**src/mipsPkg.sv**
```systemverilog
package mipsPkg;

    // ----------------------------------------
    // widths
    // ----------------------------------------
    localparam int NB_DATA  = 32;
    localparam int NB_ADDR  = 5;   // register index
    localparam int NB_SHAMT = 5;
    localparam int NB_IMM   = 16;

    localparam logic [NB_DATA-1:0] NOP_WORD = '0;  // sll r0, r0, 0

    // ----------------------------------------
    // instruction encodings
    // ----------------------------------------
    typedef enum logic [5:0] {
        OP_RTYPE = 6'h00,
        OP_J     = 6'h02,
        OP_ADDIU = 6'h09,
        OP_ANDI  = 6'h0c,
        OP_ORI   = 6'h0d,
        OP_LUI   = 6'h0f,
        OP_LW    = 6'h23,
        OP_SW    = 6'h2b
    } opcodeE;

    typedef enum logic [5:0] {
        FN_SLL  = 6'h00,
        FN_ADDU = 6'h21,
        FN_SUBU = 6'h23,
        FN_AND  = 6'h24,
        FN_OR   = 6'h25,
        FN_XOR  = 6'h26,
        FN_SLT  = 6'h2a
    } funcE;

    typedef enum logic [3:0] {
        ALU_ADD, ALU_SUB, ALU_AND, ALU_OR,
        ALU_XOR, ALU_SLT, ALU_SLL, ALU_LUI
    } aluOpE;

    // operand source chosen by the forwarding unit
    typedef enum logic [1:0] {
        FW_REG   = 2'd0,
        FW_EXMEM = 2'd1,
        FW_MEMWB = 2'd2
    } fwSelE;

endpackage

```
**src/stageIf.sv**
```systemverilog


// EX/MEM bundle, written by execute
interface exMemIf;
    import mipsPkg::*;

    logic [NB_DATA-1:0] aluResult;   // also the data address
    logic [NB_DATA-1:0] storeData;
    logic [NB_ADDR-1:0] writeReg;
    logic               memRead;
    logic               memWrite;
    logic               regWrite;

    modport execute (output aluResult, storeData, writeReg,
                     memRead, memWrite, regWrite);
    modport memory (input aluResult, storeData, writeReg,
                    memRead, memWrite, regWrite);
    modport forward (input writeReg, regWrite);
endinterface

```
**src/memoryWriteBack.sv**
```systemverilog
module memoryWriteBack #(
    parameter int DMEM_DEPTH = 64
) (
    input  logic                         clk,
    input  logic                         i_rst,
    exMemIf.memory                       exMem,
    output logic                         o_writeEnable,
    output logic [mipsPkg::NB_ADDR-1:0]  o_writeReg,
    output logic [mipsPkg::NB_DATA-1:0]  o_writeData,
    output logic                         o_memWrite,
    output logic [mipsPkg::NB_DATA-1:0]  o_dataAddr,
    output logic [mipsPkg::NB_DATA-1:0]  o_dataToMem
);
    import mipsPkg::*;

    localparam int NB_DADDR = $clog2(DMEM_DEPTH);

    logic [NB_DATA-1:0]  dataMem [DMEM_DEPTH];
    logic [NB_DADDR-1:0] wordAddr;
    logic [NB_DATA-1:0]  wbReadData;
    logic [NB_DATA-1:0]  wbAluResult;
    logic                wbMemToReg;

    assign wordAddr = exMem.aluResult[NB_DADDR+1:2];

    // ----------------------------------------
    // data memory, read lands in MEM/WB
    // ----------------------------------------
    always_ff @(posedge clk) begin
        if (exMem.memWrite) begin
            dataMem[wordAddr] <= exMem.storeData;
        end
        wbReadData <= dataMem[wordAddr];
    end

    // MEM/WB register
    always_ff @(posedge clk) begin
        if (i_rst) begin
            o_writeEnable <= 1'b0;
            wbMemToReg    <= 1'b0;
        end else begin
            o_writeEnable <= exMem.regWrite;
            wbMemToReg    <= exMem.memRead;
        end
    end

    always_ff @(posedge clk) begin
        wbAluResult <= exMem.aluResult;
        o_writeReg  <= exMem.writeReg;
    end

    assign o_writeData = wbMemToReg ? wbReadData : wbAluResult;  // write-back select

    // store strobes straight from EX/MEM
    assign o_memWrite  = exMem.memWrite;
    assign o_dataAddr  = exMem.aluResult;
    assign o_dataToMem = exMem.storeData;

endmodule

```
**src/flat_wrapper.sv**
```systemverilog
// flat-port wrapper written by rule: the top's interface ports become plain ports
module memoryWriteBack_flat import mipsPkg::*;
#(
    parameter int DMEM_DEPTH = 64
)
  (clk, i_rst, o_writeEnable, o_writeReg, o_writeData, o_memWrite, o_dataAddr, o_dataToMem, exMem_aluResult, exMem_storeData, exMem_writeReg, exMem_memRead, exMem_memWrite, exMem_regWrite);
  exMemIf exMem_i ();
  input  logic clk;
  input  logic i_rst;
  output logic o_writeEnable;
  output logic [mipsPkg::NB_ADDR-1:0] o_writeReg;
  output logic [mipsPkg::NB_DATA-1:0] o_writeData;
  output logic o_memWrite;
  output logic [mipsPkg::NB_DATA-1:0] o_dataAddr;
  output logic [mipsPkg::NB_DATA-1:0] o_dataToMem;
  input wire logic [$bits(exMem_i.aluResult)-1:0] exMem_aluResult;
  input wire logic [$bits(exMem_i.storeData)-1:0] exMem_storeData;
  input wire logic [$bits(exMem_i.writeReg)-1:0] exMem_writeReg;
  input wire logic [$bits(exMem_i.memRead)-1:0] exMem_memRead;
  input wire logic [$bits(exMem_i.memWrite)-1:0] exMem_memWrite;
  input wire logic [$bits(exMem_i.regWrite)-1:0] exMem_regWrite;
  assign exMem_i.aluResult = exMem_aluResult;
  assign exMem_i.storeData = exMem_storeData;
  assign exMem_i.writeReg = exMem_writeReg;
  assign exMem_i.memRead = exMem_memRead;
  assign exMem_i.memWrite = exMem_memWrite;
  assign exMem_i.regWrite = exMem_regWrite;
  memoryWriteBack #(.DMEM_DEPTH(DMEM_DEPTH)) u_core (.clk(clk), .i_rst(i_rst), .exMem(exMem_i), .o_writeEnable(o_writeEnable), .o_writeReg(o_writeReg), .o_writeData(o_writeData), .o_memWrite(o_memWrite), .o_dataAddr(o_dataAddr), .o_dataToMem(o_dataToMem));
endmodule
```
**config.mk**
```make
export PLATFORM = sky130hd
export DESIGN_NAME = memoryWriteBack_flat
export DESIGN_NICKNAME = d
export VERILOG_FILES = /design/src/mipsPkg.sv /design/src/stageIf.sv /design/src/memoryWriteBack.sv /design/src/flat_wrapper.sv
export SDC_FILE = /design/constraint.sdc
export NUM_CORES = 2
export LEC_CHECK = 0
export BUFFER_PORTS_ARGS = -buffer_cell sky130_fd_sc_hd__buf_2
export CELL_PAD_IN_SITES_DETAIL_PLACEMENT = 0
export CELL_PAD_IN_SITES_GLOBAL_PLACEMENT = 2
export CORE_MARGIN = 3
export CORE_UTILIZATION = 50
export CTS_BUF_LIST = sky130_fd_sc_hd__clkbuf_8
export CTS_CLUSTER_SIZE = 40
export DETAILED_ROUTE_END_ITERATION = 6
export MAX_ROUTING_LAYER = met4
export PLACE_DENSITY = 0.78
export RECOVER_POWER = 100
export REMOVE_ABC_BUFFERS = 1
export SYNTH_ARGS = -nofsm -noshare
export SYNTH_HDL_FRONTEND = slang
export SYNTH_SLANG_ARGS = --single-unit
```
**constraint.sdc**
```tcl
create_clock -name clk -period 9.64 [get_ports clk]
set_input_delay 0.482 -clock clk [delete_from_list [all_inputs] [get_ports clk]]
set_output_delay 0.482 -clock clk [all_outputs]
set_load 0.005 [all_outputs]
```
==> run summary <==
Status: finished, violations left
Failing checks: capacitance limit, slew limit
Slew Limit Fails: 3826
Setup Buffers After CTS: 0
PortBufs: 176
Int Power: 14200 µW
CTS Buf Count: 355
Mapped Area: 80250 µm²
Setup WS pre-CTS: 4.461 ns
Sequential share of power: 0.553
Max-cap check violation count: 100
Top-area cell type share of the netlist area: 0.7664
CTS max path bufs: 4
Yosys reg bits: 2119
Gates resized, CTS repair: 0
Crit-path max FO: 55
Iter 0 DRT Violations: 7565
Worst-Skew Late Latency: 1.05 ns
Final GP Congestion: 0.8915
Avg Inst Size Synth: 17.53 µm²
Met2 GRT Util: 0.4590
Setup violations, final: 0
Filler cells: 12.44k
Post-DR wirelength/cell: 35.39 µm
CORE AREA: 158900 µm²
Type of the worst min-delay path: in2reg
Period utilization: 0.7150
Cts hold-fix bufs: 50
Worst EP arrival: 7.53 ns
Clock power frac: 0.387
Overflow after GRT: 0
P_leak: 0.02869 µW
Largest area contributor in the netlist: edfxtp_1
Worst Path Required: 10.28 ns
Grt met3 use: 0.08018
Gate power share: 0.060
CTS Root Cell: clkbuf_8
RSZ-0062 raised after global routing: false
Starting Density: 0.5049
Number of global-route vias before repair: 45.92k
Antenna viol nets, final: 0
Minimum clock period: 6.893 ns
Multi-input gate area: 15540 µm²
Top cells by area, synth: edfxtp_1 (77%), a221oi_1 (3.9%), mux2i_1 (2.7%)
Register Area: 62920 µm²
Setup_tns: 0 ns
CTS tree: yes
CP Launch Type: input pin
Global route hottest layer: met2
H-tree Lvls: 5
Number of enable-type register cells in the synthesized netlist: 2048
Post-DP HPWL: 142800 µm
Met1 usage: 0.4402
Mean number of vias per cell: 6.633
PwrDens: 207.2 nW/µm²
Clk pin slew, worst setup/hold paths: 0.05 ns
Worst vdd ir: 150.1 µV
Post-Route WL: 257000 µm
Nets@finish: 4991
CP Capture Type: flop
Leading register cell type out of synthesis: edfxtp_1
Largest net degree at the start of global routing: 122
Sequential area share after synthesis: 0.7841
Share of layout cells above drive strength 1: 0.1459
Critical path class: in2reg
# rows: 146
Max-slew headroom: -1.805
Ports: 177
Sw Pwr: 4377 µW
Setup Skew: 0.09057 ns
DR DRC count: 0
Asr flop ratio synth: 0
Via count of the routed design: 48.17k
Library cells used by synthesis: 65
Final hold vios: 0
DIE AREA: 165300 µm²
Syn-to-layout area delta: 11.73%
First-pass GRT wire length: 356400 µm
GR Util All Layers: 0.3170
Fmax: 0.1451 GHz
Final WS setup: 2.747 ns
Slew @ Worst Pin: 4.208 ns
Initial antenna violation count: 26
Die height: 406.6 µm
Clock sinks: 2119
Ys Warns: 0
Post-Syn Instances: 4577
DIE WIDTH: 406.6 µm
DRT Pass-1 Iters: 7
Sw frac: 0.2356
-- critical path, stage by stage --
cell	delay, ns
buf_8	0.39
and2_0	2.17
nand3_1	1.19
nor2_1	2.06
clkbuf_1	1.09
-- metrics by stage --
step	utilization	hold slack (ns)	cell area (µm²)	power, µW	instances
after floorplan	-	0.5097	78100	10830	4169
after global placement	0.5255	0.5838	83520	11520	6581
after detailed placement	0.5255	0.5866	83520	11530	6581
after CTS	0.5680	0.0004411	90270	18620	7245
after global routing	0.5641	0.06304	89650	19140	7258
final	0.5641	0.08687	89660	18580	7261
-- final timing paths --
path | to | start | slack, ns | cells past startpoint
hold reg to reg | u_core.wbReadData[23] | u_core.dataMem[2][23] | 0.68 | 3
setup / recovery | u_core.dataMem[47][2] | exMem_aluResult[3] | 2.75 | 5
setup reg to reg | u_core.wbReadData[9] | u_core.dataMem[26][9] | 6.51 | 6
hold / removal | u_core.wbAluResult[14] | exMem_aluResult[14] | 0.09 | 2
-- cell type report --
type | count | area share
flip-flops and latches | 2119 | 0.7018
multi-input cells | 2047 | 0.1734
clock buffers | 380 | 0.05833
well taps | 2072 | 0.02892
repair buffers | 391 | 0.02564
clock inverters | 234 | 0.01135
diodes | 15 | 0.0004187
inverters | 3 | 0.0002093
-- flip-flops by register name, indices dropped and copies added (netlist names) --
signal	count
u_core.wbAluResult	32
u_core.o_writeReg	5
u_core.wbMemToReg	1
u_core.dataMem	2048
u_core.wbReadData	32
u_core.o_writeEnable	1
-- layout by cell type, fill, tap and decap left out, types with 13 or more instances in the layout --
cell and instances:
a221oi_1 356, clkbuf_1 182, clkbuf_8 380, a22o_1 53, o21ai_0 166, inv_1 119
or3_1 16, dlygate4sd3_1 50, edfxtp_1 2048, nand2_1 71, clkinv_2 23, o211ai_1 28
nor2_4 45, a21oi_1 111, a311oi_1 15, a221o_1 40, a211oi_1 27, buf_4 68
o22ai_1 144, mux2_2 95, mux2i_1 219, dfxtp_1 70, a22oi_1 245, mux4_2 28
nor2_1 204, nand3_1 24, clkinv_1 83, nor3_1 27, nand4_1 13, buf_2 73
diode_2 15
-- cells by family (layout without fill, tap and decap cells) --
| group | Yosys count | after routing | share of synthesized area |
|---|---|---|---|
| and+or+nand+nor | 450 | 450 | 0.02479 |
| other | 0 | 15 | 0 |
| DFF | 2119 | 2119 | 0.7841 |
| buffers and inverters | 411 | 1008 | 0.02688 |
| muxes | 354 | 354 | 0.05019 |
| AOI/OAI and AO/OA | 1243 | 1243 | 0.1141 |
-- cells in the mapped netlist, types with 12 or more instances --
cell type	number
nand3_1	25
mux4_2	28
a311oi_1	15
a221o_1	40
edfxtp_1	2048
a32oi_1	12
a22oi_1	245
buf_6	15
o211ai_1	28
buf_2	128
o21ai_0	167
nor3_1	27
mux2_2	99
a211oi_1	27
dfxtp_1	71
buf_4	88
a221oi_1	356
clkbuf_1	139
o22ai_1	144
a22o_1	53
or4_1	12
a21oi_1	111
nor2_1	249
mux2i_1	219
nand4_1	13
nand2_1	71
or3_1	16
buf_1	37
-- power by group through the flow --
stage	clock, µW	combinational (µW)	sequential, µW
2_1_floorplan	0	431	10400
3_3_place_gp	0	1090	10400
3_5_place_dp	0	1090	10400
4_1_cts	7260	1110	10200
5_1_grt	7710	1160	10300
6_report	7190	1110	10300
-- layer usage --
layer | vias to the layer above | part of all wire
met5 | - | 0
met4 | 0 | 0.034
met3 | 455 | 0.12
met2 | 3236 | 0.45
met1 | 24850 | 0.40
li1 | 19630 | -
Note: power is estimated with default switching activity, not from simulation.
