**src/mipsPkg.sv**
```systemverilog
package mipsPkg;

    // ----------------------------------------
    // widths
    // ----------------------------------------
    localparam int NB_DATA  = 32;
    localparam int NB_ADDR  = 5;   // register index
    localparam int NB_SHAMT = 5;
    localparam int NB_IMM   = 16;

    localparam logic [NB_DATA-1:0] NOP_WORD = '0;  // sll r0, r0, 0

    // ----------------------------------------
    // instruction encodings
    // ----------------------------------------
    typedef enum logic [5:0] {
        OP_RTYPE = 6'h00,
        OP_J     = 6'h02,
        OP_ADDIU = 6'h09,
        OP_ANDI  = 6'h0c,
        OP_ORI   = 6'h0d,
        OP_LUI   = 6'h0f,
        OP_LW    = 6'h23,
        OP_SW    = 6'h2b
    } opcodeE;

    typedef enum logic [5:0] {
        FN_SLL  = 6'h00,
        FN_ADDU = 6'h21,
        FN_SUBU = 6'h23,
        FN_AND  = 6'h24,
        FN_OR   = 6'h25,
        FN_XOR  = 6'h26,
        FN_SLT  = 6'h2a
    } funcE;

    typedef enum logic [3:0] {
        ALU_ADD, ALU_SUB, ALU_AND, ALU_OR,
        ALU_XOR, ALU_SLT, ALU_SLL, ALU_LUI
    } aluOpE;

    // operand source chosen by the forwarding unit
    typedef enum logic [1:0] {
        FW_REG   = 2'd0,
        FW_EXMEM = 2'd1,
        FW_MEMWB = 2'd2
    } fwSelE;

endpackage

```
**src/stageIf.sv**
```systemverilog


// EX/MEM bundle, written by execute
interface exMemIf;
    import mipsPkg::*;

    logic [NB_DATA-1:0] aluResult;   // also the data address
    logic [NB_DATA-1:0] storeData;
    logic [NB_ADDR-1:0] writeReg;
    logic               memRead;
    logic               memWrite;
    logic               regWrite;

    modport execute (output aluResult, storeData, writeReg,
                     memRead, memWrite, regWrite);
    modport memory (input aluResult, storeData, writeReg,
                    memRead, memWrite, regWrite);
    modport forward (input writeReg, regWrite);
endinterface

```
**src/forwardingUnit.sv**
```systemverilog
module forwardingUnit (
    input  logic [mipsPkg::NB_ADDR-1:0]  i_rs,
    input  logic [mipsPkg::NB_ADDR-1:0]  i_rt,
    exMemIf.forward                      exMem,
    input  logic                         i_wbWriteEnable,
    input  logic [mipsPkg::NB_ADDR-1:0]  i_wbWriteReg,
    output mipsPkg::fwSelE               o_fwA,
    output mipsPkg::fwSelE               o_fwB
);
    import mipsPkg::*;

    // newest producer wins, r0 never forwards
    function automatic fwSelE fwSelect(
        input logic [NB_ADDR-1:0] src,
        input logic               exWe,
        input logic [NB_ADDR-1:0] exReg,
        input logic               wbWe,
        input logic [NB_ADDR-1:0] wbReg
    );
        if (exWe && exReg != '0 && exReg == src) begin
            return FW_EXMEM;
        end else if (wbWe && wbReg != '0 && wbReg == src) begin
            return FW_MEMWB;
        end
        return FW_REG;
    endfunction

    assign o_fwA = fwSelect(i_rs, exMem.regWrite, exMem.writeReg, i_wbWriteEnable, i_wbWriteReg);
    assign o_fwB = fwSelect(i_rt, exMem.regWrite, exMem.writeReg, i_wbWriteEnable, i_wbWriteReg);

endmodule

```
**src/flat_wrapper.sv**
```systemverilog
// flat-port wrapper written by rule: the top's interface ports become plain ports
module forwardingUnit_flat import mipsPkg::*;
  (i_rs, i_rt, i_wbWriteEnable, i_wbWriteReg, o_fwA, o_fwB, exMem_writeReg, exMem_regWrite);
  exMemIf exMem_i ();
  input  logic [mipsPkg::NB_ADDR-1:0] i_rs;
  input  logic [mipsPkg::NB_ADDR-1:0] i_rt;
  input  logic i_wbWriteEnable;
  input  logic [mipsPkg::NB_ADDR-1:0] i_wbWriteReg;
  output mipsPkg::fwSelE o_fwA;
  output mipsPkg::fwSelE o_fwB;
  input wire logic [$bits(exMem_i.writeReg)-1:0] exMem_writeReg;
  input wire logic [$bits(exMem_i.regWrite)-1:0] exMem_regWrite;
  assign exMem_i.writeReg = exMem_writeReg;
  assign exMem_i.regWrite = exMem_regWrite;
  forwardingUnit u_core (.i_rs(i_rs), .i_rt(i_rt), .exMem(exMem_i), .i_wbWriteEnable(i_wbWriteEnable), .i_wbWriteReg(i_wbWriteReg), .o_fwA(o_fwA), .o_fwB(o_fwB));
endmodule
```
**config.mk**
```make
export PLATFORM = sky130hd
export DESIGN_NAME = forwardingUnit_flat
export DESIGN_NICKNAME = d
export VERILOG_FILES = /design/src/mipsPkg.sv /design/src/stageIf.sv /design/src/forwardingUnit.sv /design/src/flat_wrapper.sv
export SDC_FILE = /design/constraint.sdc
export NUM_CORES = 1
export LEC_CHECK = 0
export ABC_AREA = 1
export BUFFER_PORTS_ARGS = -buffer_cell sky130_fd_sc_hd__buf_4
export CAP_MARGIN = 20
export CELL_PAD_IN_SITES_DETAIL_PLACEMENT = 0
export CELL_PAD_IN_SITES_GLOBAL_PLACEMENT = 2
export CORE_MARGIN = 2
export CORE_UTILIZATION = 19
export DETAILED_ROUTE_END_ITERATION = 8
export PLACE_DENSITY = 0.92
export SYNTH_ARGS = -nofsm -noshare
export SYNTH_HDL_FRONTEND = slang
export SYNTH_SLANG_ARGS = --single-unit
```
**constraint.sdc**
```tcl
create_clock -name vclk -period 1.5
set_clock_uncertainty 0.1 [all_clocks]
set_input_delay 0.15 -clock vclk [all_inputs]
set_output_delay 0.15 -clock vclk [all_outputs]
set_load 0.01 [all_outputs]
```
==> results of run 1 <==
critical path: stages:
cell and delay (ns):
sky130_fd_sc_hd__buf_4 0.12, sky130_fd_sc_hd__xnor2_1 0.15, sky130_fd_sc_hd__nand2_1 0.06, sky130_fd_sc_hd__nor2_1 0.13
sky130_fd_sc_hd__nand2_1 0.06, sky130_fd_sc_hd__nor2_1 0.10, sky130_fd_sc_hd__buf_4 0.12
metrics by stage:
| stage | total power, W | cells | area (um2) |
|---|---|---|---|
| 3_3_place_gp | 0.000148 | 132 | 594 |
| 3_5_place_dp | 0.000148 | 132 | 594 |
| 2_1_floorplan | 0.0000705 | 81 | 368 |
| 5_1_grt | 0.000166 | 132 | 594 |
| 4_1_cts | 0.000148 | 132 | 594 |
| 6_report | 0.000146 | 132 | 594 |
final cells by class:
| cell class | count | area share |
|---|---|---|
| repair buffers | 26 | 0.328 |
| multi-input cells | 66 | 0.524 |
| well taps | 25 | 0.0526 |
| inverters | 15 | 0.0947 |
layout by cell type, fill, tap and decap left out:
cell	synthesis	routed
sky130_fd_sc_hd__xnor2_1	6	6
sky130_fd_sc_hd__xor2_1	2	2
sky130_fd_sc_hd__inv_1	13	13
sky130_fd_sc_hd__nand2_1	38	38
sky130_fd_sc_hd__nor2_2	2	2
sky130_fd_sc_hd__nand3_1	2	2
sky130_fd_sc_hd__o21ai_2	1	1
sky130_fd_sc_hd__inv_2	2	2
sky130_fd_sc_hd__buf_4	0	26
sky130_fd_sc_hd__nand3b_1	1	1
sky130_fd_sc_hd__nor2_1	11	11
sky130_fd_sc_hd__nand4_1	3	3
routing by layer:
layer	GRT usage	routed length, um	vias to the layer above
met2	0.173	564	7
met5	0	0	-
li1	-	-	294
met1	0.167	570	202
met3	0.00377	40	0
met4	0	0	0
cells by family after synthesis:
group           after synthesis  share of synthesized area
simple gates                 57                      0.633
buf+inv                      15                      0.153
compound gates                1                     0.0238
xor+xnor                      8                      0.190
worst max-delay path by stage:
| stage | startpoint | end | cells past startpoint |
|---|---|---|---|
| floorplan | exMem_writeReg[3] | o_fwA[1] | 5 |
| global placement | exMem_writeReg[3] | o_fwB[1] | 7 |
| detailed placement | i_wbWriteReg[3] | o_fwA[1] | 7 |
| CTS | i_wbWriteReg[3] | o_fwA[1] | 7 |
| global route | exMem_writeReg[1] | o_fwB[1] | 9 |
| finish | i_wbWriteReg[3] | o_fwA[1] | 7 |
report_power, final:
part	internal (W)	total [W]	switching [W]
clock network	0	0	0
registers	0	0	0
logic	0.0000758	0.000146	0.0000705
total	0.0000758	0.000146	0.0000705
==> flow_results.xml, run 1 <==
<?xml version="1.0" encoding="UTF-8"?>
<metrics>
  <group name="outcome">
    <metric name="outcome" unit="">finished, final reports clean</metric>
  </group>
  <group name="sta">
    <metric name="timing.final.max_slew_violations" unit="">0</metric>
    <metric name="layout_setup_ws" unit="ns">0.343</metric>
    <metric name="timing.slew.headroom" unit="">0.892</metric>
    <metric name="finalWorstPathRequiredPeriod" unit="ns">1.16</metric>
    <metric name="rsz_0062_raised_after_global_routing" unit="">no</metric>
    <metric name="finalHoldViolCount" unit="">0</metric>
    <metric name="fmax" unit="MHz">864</metric>
    <metric name="setup_failing_eps_final" unit="">0</metric>
    <metric name="max_slew.worst_pin.slew" unit="ns">0.163</metric>
    <metric name="fin_tns_setup" unit="ns">0</metric>
    <metric name="finalCritPeriodShare" unit="">0.771</metric>
    <metric name="holdWs" unit="ns">0.564</metric>
  </group>
  <group name="finish">
    <metric name="diodes" unit="">0</metric>
    <metric name="final_nets" unit="">131</metric>
    <metric name="final_core_util" unit="">0.333</metric>
    <metric name="num-clock-buffers" unit="">0</metric>
    <metric name="final-seq-area" unit="um2">0</metric>
    <metric name="area_delta_synth_final" unit="%">61.6</metric>
    <metric name="multi_input_comb_area" unit="um2">312</metric>
    <metric name="fill_cells" unit="">209</metric>
    <metric name="layout.sequential_cells" unit="">0</metric>
    <metric name="drive_gt1_frac" unit="">0.290</metric>
  </group>
  <group name="placed_design">
    <metric name="pre_cts_ws" unit="ns">0.315</metric>
    <metric name="port_buffers" unit="">26</metric>
    <metric name="routability_congestion_estimate" unit="">0.710</metric>
    <metric name="hpwl" unit="um">1060</metric>
  </group>
  <group name="clock_tree">
    <metric name="post-cts-setup-buffer-count" unit="">0</metric>
    <metric name="ctsResizeCount" unit="">0</metric>
    <metric name="cts-hold-fix-buffers" unit="">0</metric>
  </group>
  <group name="synth">
    <metric name="ys_warn_count" unit="">0</metric>
    <metric name="netlist-cell-type-count" unit="">11</metric>
    <metric name="synth.top_cells.by_area" unit="">sky130_fd_sc_hd__nand2_1 39%, sky130_fd_sc_hd__xnor2_1 14%, sky130_fd_sc_hd__inv_1 13%</metric>
    <metric name="synth_sequential_area_ratio" unit="">0</metric>
    <metric name="yosysTopAreaCell" unit="">sky130_fd_sc_hd__nand2_1</metric>
    <metric name="synth.cell_area" unit="um2">368</metric>
    <metric name="netlist_top_cells_count" unit="">38 x sky130_fd_sc_hd__nand2_1, 13 x sky130_fd_sc_hd__inv_1, 11 x sky130_fd_sc_hd__nor2_1, 6 x sky130_fd_sc_hd__xnor2_1, 3 x sky130_fd_sc_hd__nand4_1</metric>
    <metric name="synth_largest_type_area_fraction" unit="">0.388</metric>
    <metric name="post_synthesis_net_count" unit="">103</metric>
    <metric name="post_synth_inst_count" unit="">81</metric>
    <metric name="synth.most_common_cell" unit="">sky130_fd_sc_hd__nand2_1</metric>
    <metric name="post_synth.cell_area_avg" unit="um2">4.54</metric>
  </group>
  <group name="worst_setup_path">
    <metric name="timing.critical_path.fanout_max" unit="">3</metric>
    <metric name="critPathLaunchType" unit="">input pin</metric>
    <metric name="worstPathArrival" unit="ns">0.91</metric>
    <metric name="timing.critical_path.required" unit="ns">1.25</metric>
    <metric name="critPathCaptureType" unit="">output pin</metric>
    <metric name="criticalPathCategory" unit="">input pin to output pin</metric>
  </group>
  <group name="worst_hold_path">
    <metric name="timing.hold.worst.start" unit="">exMem_regWrite</metric>
    <metric name="hold-path-cell-count" unit="">4</metric>
    <metric name="type_of_the_worst_min_delay_path" unit="">input pin to output pin</metric>
    <metric name="holdPathEnd" unit="">o_fwA[0]</metric>
  </group>
  <group name="routing">
    <metric name="vias" unit="">503</metric>
    <metric name="routedWlPerCell" unit="um">8.90</metric>
    <metric name="finalWirelength" unit="um">1180</metric>
    <metric name="drc" unit="">0</metric>
    <metric name="drtAntennaViolNets" unit="">0</metric>
    <metric name="vias_per_cell" unit="">3.81</metric>
    <metric name="drt_pre_antenna_iters" unit="">4</metric>
    <metric name="first_iter_violations" unit="">12</metric>
  </group>
  <group name="floorplanning">
    <metric name="core" unit="um2">1780</metric>
    <metric name="ios" unit="">26</metric>
    <metric name="rows" unit="">15</metric>
    <metric name="die_y" unit="um">48</metric>
    <metric name="die_area" unit="um2">2300</metric>
    <metric name="floorplan.initialDensity" unit="">0.206</metric>
    <metric name="die_x" unit="um">48</metric>
  </group>
  <group name="flow_run">
    <metric name="maxCapViolCount" unit="">0</metric>
  </group>
  <group name="power_and_ir_drop">
    <metric name="ir_worst_vdd" unit="uV">57.6</metric>
    <metric name="leakagePower" unit="nW">0.360</metric>
    <metric name="power.density_cell_area" unit="nW/um2">246</metric>
  </group>
  <group name="global_routing">
    <metric name="grt_pass1_vias" unit="">417</metric>
    <metric name="grt_start_max_net_pins" unit="">4</metric>
    <metric name="track_usage" unit="">0.108</metric>
    <metric name="antenna_violations_before_repair" unit="">0</metric>
    <metric name="wire_length_of_the_first_global_routing_pass" unit="um">1790</metric>
    <metric name="grt_remaining_overflow" unit="">0</metric>
  </group>
</metrics>
Power figures use the tool's default switching activity.
==> run 2: changes to the inputs <==
--- a/config.mk
+++ b/config.mk
@@ -11,9 +11,9 @@
 export CELL_PAD_IN_SITES_DETAIL_PLACEMENT = 0
 export CELL_PAD_IN_SITES_GLOBAL_PLACEMENT = 2
 export CORE_MARGIN = 2
-export CORE_UTILIZATION = 19
+export CORE_UTILIZATION = 16
 export DETAILED_ROUTE_END_ITERATION = 8
-export PLACE_DENSITY = 0.92
+export PLACE_DENSITY = 0.82
 export SYNTH_ARGS = -nofsm -noshare
 export SYNTH_HDL_FRONTEND = slang
 export SYNTH_SLANG_ARGS = --single-unit
==> constraint.sdc (replaced) <==
create_clock -name vclk -period 0.9
set_clock_uncertainty 0.1 [all_clocks]
set_input_delay 0.09 -clock vclk [all_inputs]
set_output_delay 0.09 -clock vclk [all_outputs]
set_load 0.01 [all_outputs]
==> run 2 against run 1 <==
The run now ends with setup timing left. Cell count increased by 2.3%. Count of clock-buffer cells in the layout unchanged. Total power increased by 120%. Cell area increased by 27%. Combinational power increased by 120%. Wire length decreased by 0.34%. Non-clock buffer count unchanged. Worst setup slack got worse by 0.44 ns. Via count increased by 4.6%. Utilization increased by 1.0 points. Global-route usage decreased by 3.0 points. Sequential share of layout area unchanged. Critical endpoint unchanged.
==> flow_results.xml, run 2 (synthesis results as in run 1) <==
<?xml version="1.0" encoding="UTF-8"?>
<metrics>
  <group name="routing">
    <metric name="routedWlPerCell" unit="um">8.67</metric>
    <metric name="drt_pre_antenna_iters" unit="">4</metric>
    <metric name="vias" unit="">526</metric>
    <metric name="drc" unit="">0</metric>
    <metric name="drtAntennaViolNets" unit="">0</metric>
    <metric name="first_iter_violations" unit="">9</metric>
    <metric name="vias_per_cell" unit="">3.90</metric>
    <metric name="finalWirelength" unit="um">1170</metric>
  </group>
  <group name="power_and_ir_drop">
    <metric name="ir_worst_vdd" unit="uV">121</metric>
    <metric name="power.density_cell_area" unit="nW/um2">428</metric>
    <metric name="leakagePower" unit="nW">0.403</metric>
  </group>
  <group name="placed_design">
    <metric name="hpwl" unit="um">1030</metric>
    <metric name="routability_congestion_estimate" unit="">0.763</metric>
    <metric name="port_buffers" unit="">26</metric>
    <metric name="pre_cts_ws" unit="ns">-0.160</metric>
  </group>
  <group name="finish">
    <metric name="final-seq-area" unit="um2">0</metric>
    <metric name="diodes" unit="">0</metric>
    <metric name="layout.cells.most_common" unit="">sky130_fd_sc_hd__nand2_1</metric>
    <metric name="final_cell_mix" unit="">31 x sky130_fd_sc_hd__nand2_1, 12 x sky130_fd_sc_hd__buf_6, 8 x sky130_fd_sc_hd__nor2_1, 8 x sky130_fd_sc_hd__buf_4, 7 x sky130_fd_sc_hd__nand2_2</metric>
    <metric name="drive_gt1_frac" unit="">0.495</metric>
    <metric name="final_nets" unit="">131</metric>
    <metric name="area_delta_synth_final" unit="%">105</metric>
    <metric name="num-clock-buffers" unit="">0</metric>
    <metric name="multi_input_comb_area" unit="um2">364</metric>
    <metric name="fill_cells" unit="">243</metric>
    <metric name="layout.sequential_cells" unit="">0</metric>
  </group>
  <group name="floorplanning">
    <metric name="die_y" unit="um">52.0</metric>
    <metric name="rows" unit="">17</metric>
    <metric name="die_area" unit="um2">2700</metric>
    <metric name="core" unit="um2">2190</metric>
    <metric name="die_x" unit="um">52.0</metric>
    <metric name="floorplan.initialDensity" unit="">0.168</metric>
    <metric name="ios" unit="">26</metric>
  </group>
  <group name="sta">
    <metric name="timing.slew.headroom" unit="">0.893</metric>
    <metric name="rsz_0062_raised_after_global_routing" unit="">yes</metric>
    <metric name="max_slew.worst_pin.slew" unit="ns">0.160</metric>
    <metric name="finalWorstPathRequiredPeriod" unit="ns">0.993</metric>
    <metric name="holdWs" unit="ns">0.434</metric>
    <metric name="finalCritPeriodShare" unit="">1.10</metric>
    <metric name="timing.final.max_slew_violations" unit="">0</metric>
    <metric name="fmax" unit="MHz">1010</metric>
    <metric name="finalHoldViolCount" unit="">0</metric>
    <metric name="setup_failing_eps_final" unit="">4</metric>
    <metric name="layout_setup_ws" unit="ns">-0.0934</metric>
  </group>
  <group name="worst_setup_path">
    <metric name="critPathCaptureType" unit="">output pin</metric>
    <metric name="critPathLaunchType" unit="">input pin</metric>
    <metric name="critPathTopFamily" unit="">simple AND/OR/NAND/NOR gates</metric>
    <metric name="path_buf_inv" unit="">3</metric>
    <metric name="timing.critical_path.required" unit="ns">0.71</metric>
    <metric name="timing.critical_path.slowest_cell_delay" unit="ns">0.13</metric>
    <metric name="worst_path_max_delay_cell" unit="">sky130_fd_sc_hd__buf_4</metric>
    <metric name="worstPathArrival" unit="ns">0.80</metric>
    <metric name="critical_path.cell_chain" unit="">buf_8 &gt; inv_4 &gt; nand2_2 &gt; nand2_2 &gt; nor2_2 &gt; nand3_1 &gt; nor2_2 &gt; nor2_1 &gt; buf_4</metric>
    <metric name="timing.critical_path.fanout_max" unit="">3</metric>
    <metric name="criticalPathCategory" unit="">input pin to output pin</metric>
  </group>
  <group name="global_routing">
    <metric name="antenna_violations_before_repair" unit="">0</metric>
    <metric name="grt_start_max_net_pins" unit="">4</metric>
    <metric name="grt_pass1_vias" unit="">425</metric>
    <metric name="wire_length_of_the_first_global_routing_pass" unit="um">1650</metric>
    <metric name="grt_remaining_overflow" unit="">0</metric>
    <metric name="track_usage" unit="">0.0777</metric>
  </group>
  <group name="flow_run">
    <metric name="maxCapViolCount" unit="">0</metric>
  </group>
  <group name="clock_tree">
    <metric name="cts-hold-fix-buffers" unit="">0</metric>
  </group>
  <group name="worst_hold_path">
    <metric name="type_of_the_worst_min_delay_path" unit="">input pin to output pin</metric>
  </group>
  <group name="outcome">
    <metric name="failing_checks" unit="">setup timing</metric>
    <metric name="outcome" unit="">finished, violations left</metric>
  </group>
</metrics>
-- run 2: final timing paths --
| check | to | start | slack, ns | depth (start not counted) |
|---|---|---|---|---|
| hold / removal | o_fwA[0] | exMem_regWrite | 0.43 | 4 |
| setup / recovery | o_fwA[1] | exMem_writeReg[1] | -0.09 | 9 |
-- run 2: repair_timing --
action / 4_1_cts / 5_1_grt
gates resized for setup: 23 / 29
setup buffers: 0 / 0
pin swaps: 18 / 21
endpoints found under the setup margin: 4 / 4
-- run 2: power breakdown --
group | internal (W) | switching (W)
registers | 0 | 0
logic | 0.000182 | 0.000140
clock network | 0 | 0
-- run 2: per-layer routing --
metal,part of all wire,vias up,track usage
met3,0.044,0,0.00575
li1,-,295,-
met5,0,-,0
met2,0.53,9,0.139
met1,0.43,222,0.107
met4,0,0,0
-- run 2: layout make-up --
cell class,instances,area share
Inverter,15,0.0914
Timing Repair Buffer,26,0.379
Tap cell,28,0.0465
Multi-Input combinational cell,66,0.483
-- run 2: stage by stage --
stage          cell area, um2  setup TNS [ns]  std cells  total power, W  utilization
3_5_place_dp              598          -0.478        135        0.000245        0.273
5_1_grt                   753          -0.556        135        0.000356        0.344
6_report                  753          -0.235        135        0.000322        0.344
2_1_floorplan             368               0         81        0.000118            -
3_3_place_gp              598          -0.446        135        0.000248        0.273
4_1_cts                   664          -0.327        135        0.000279        0.303
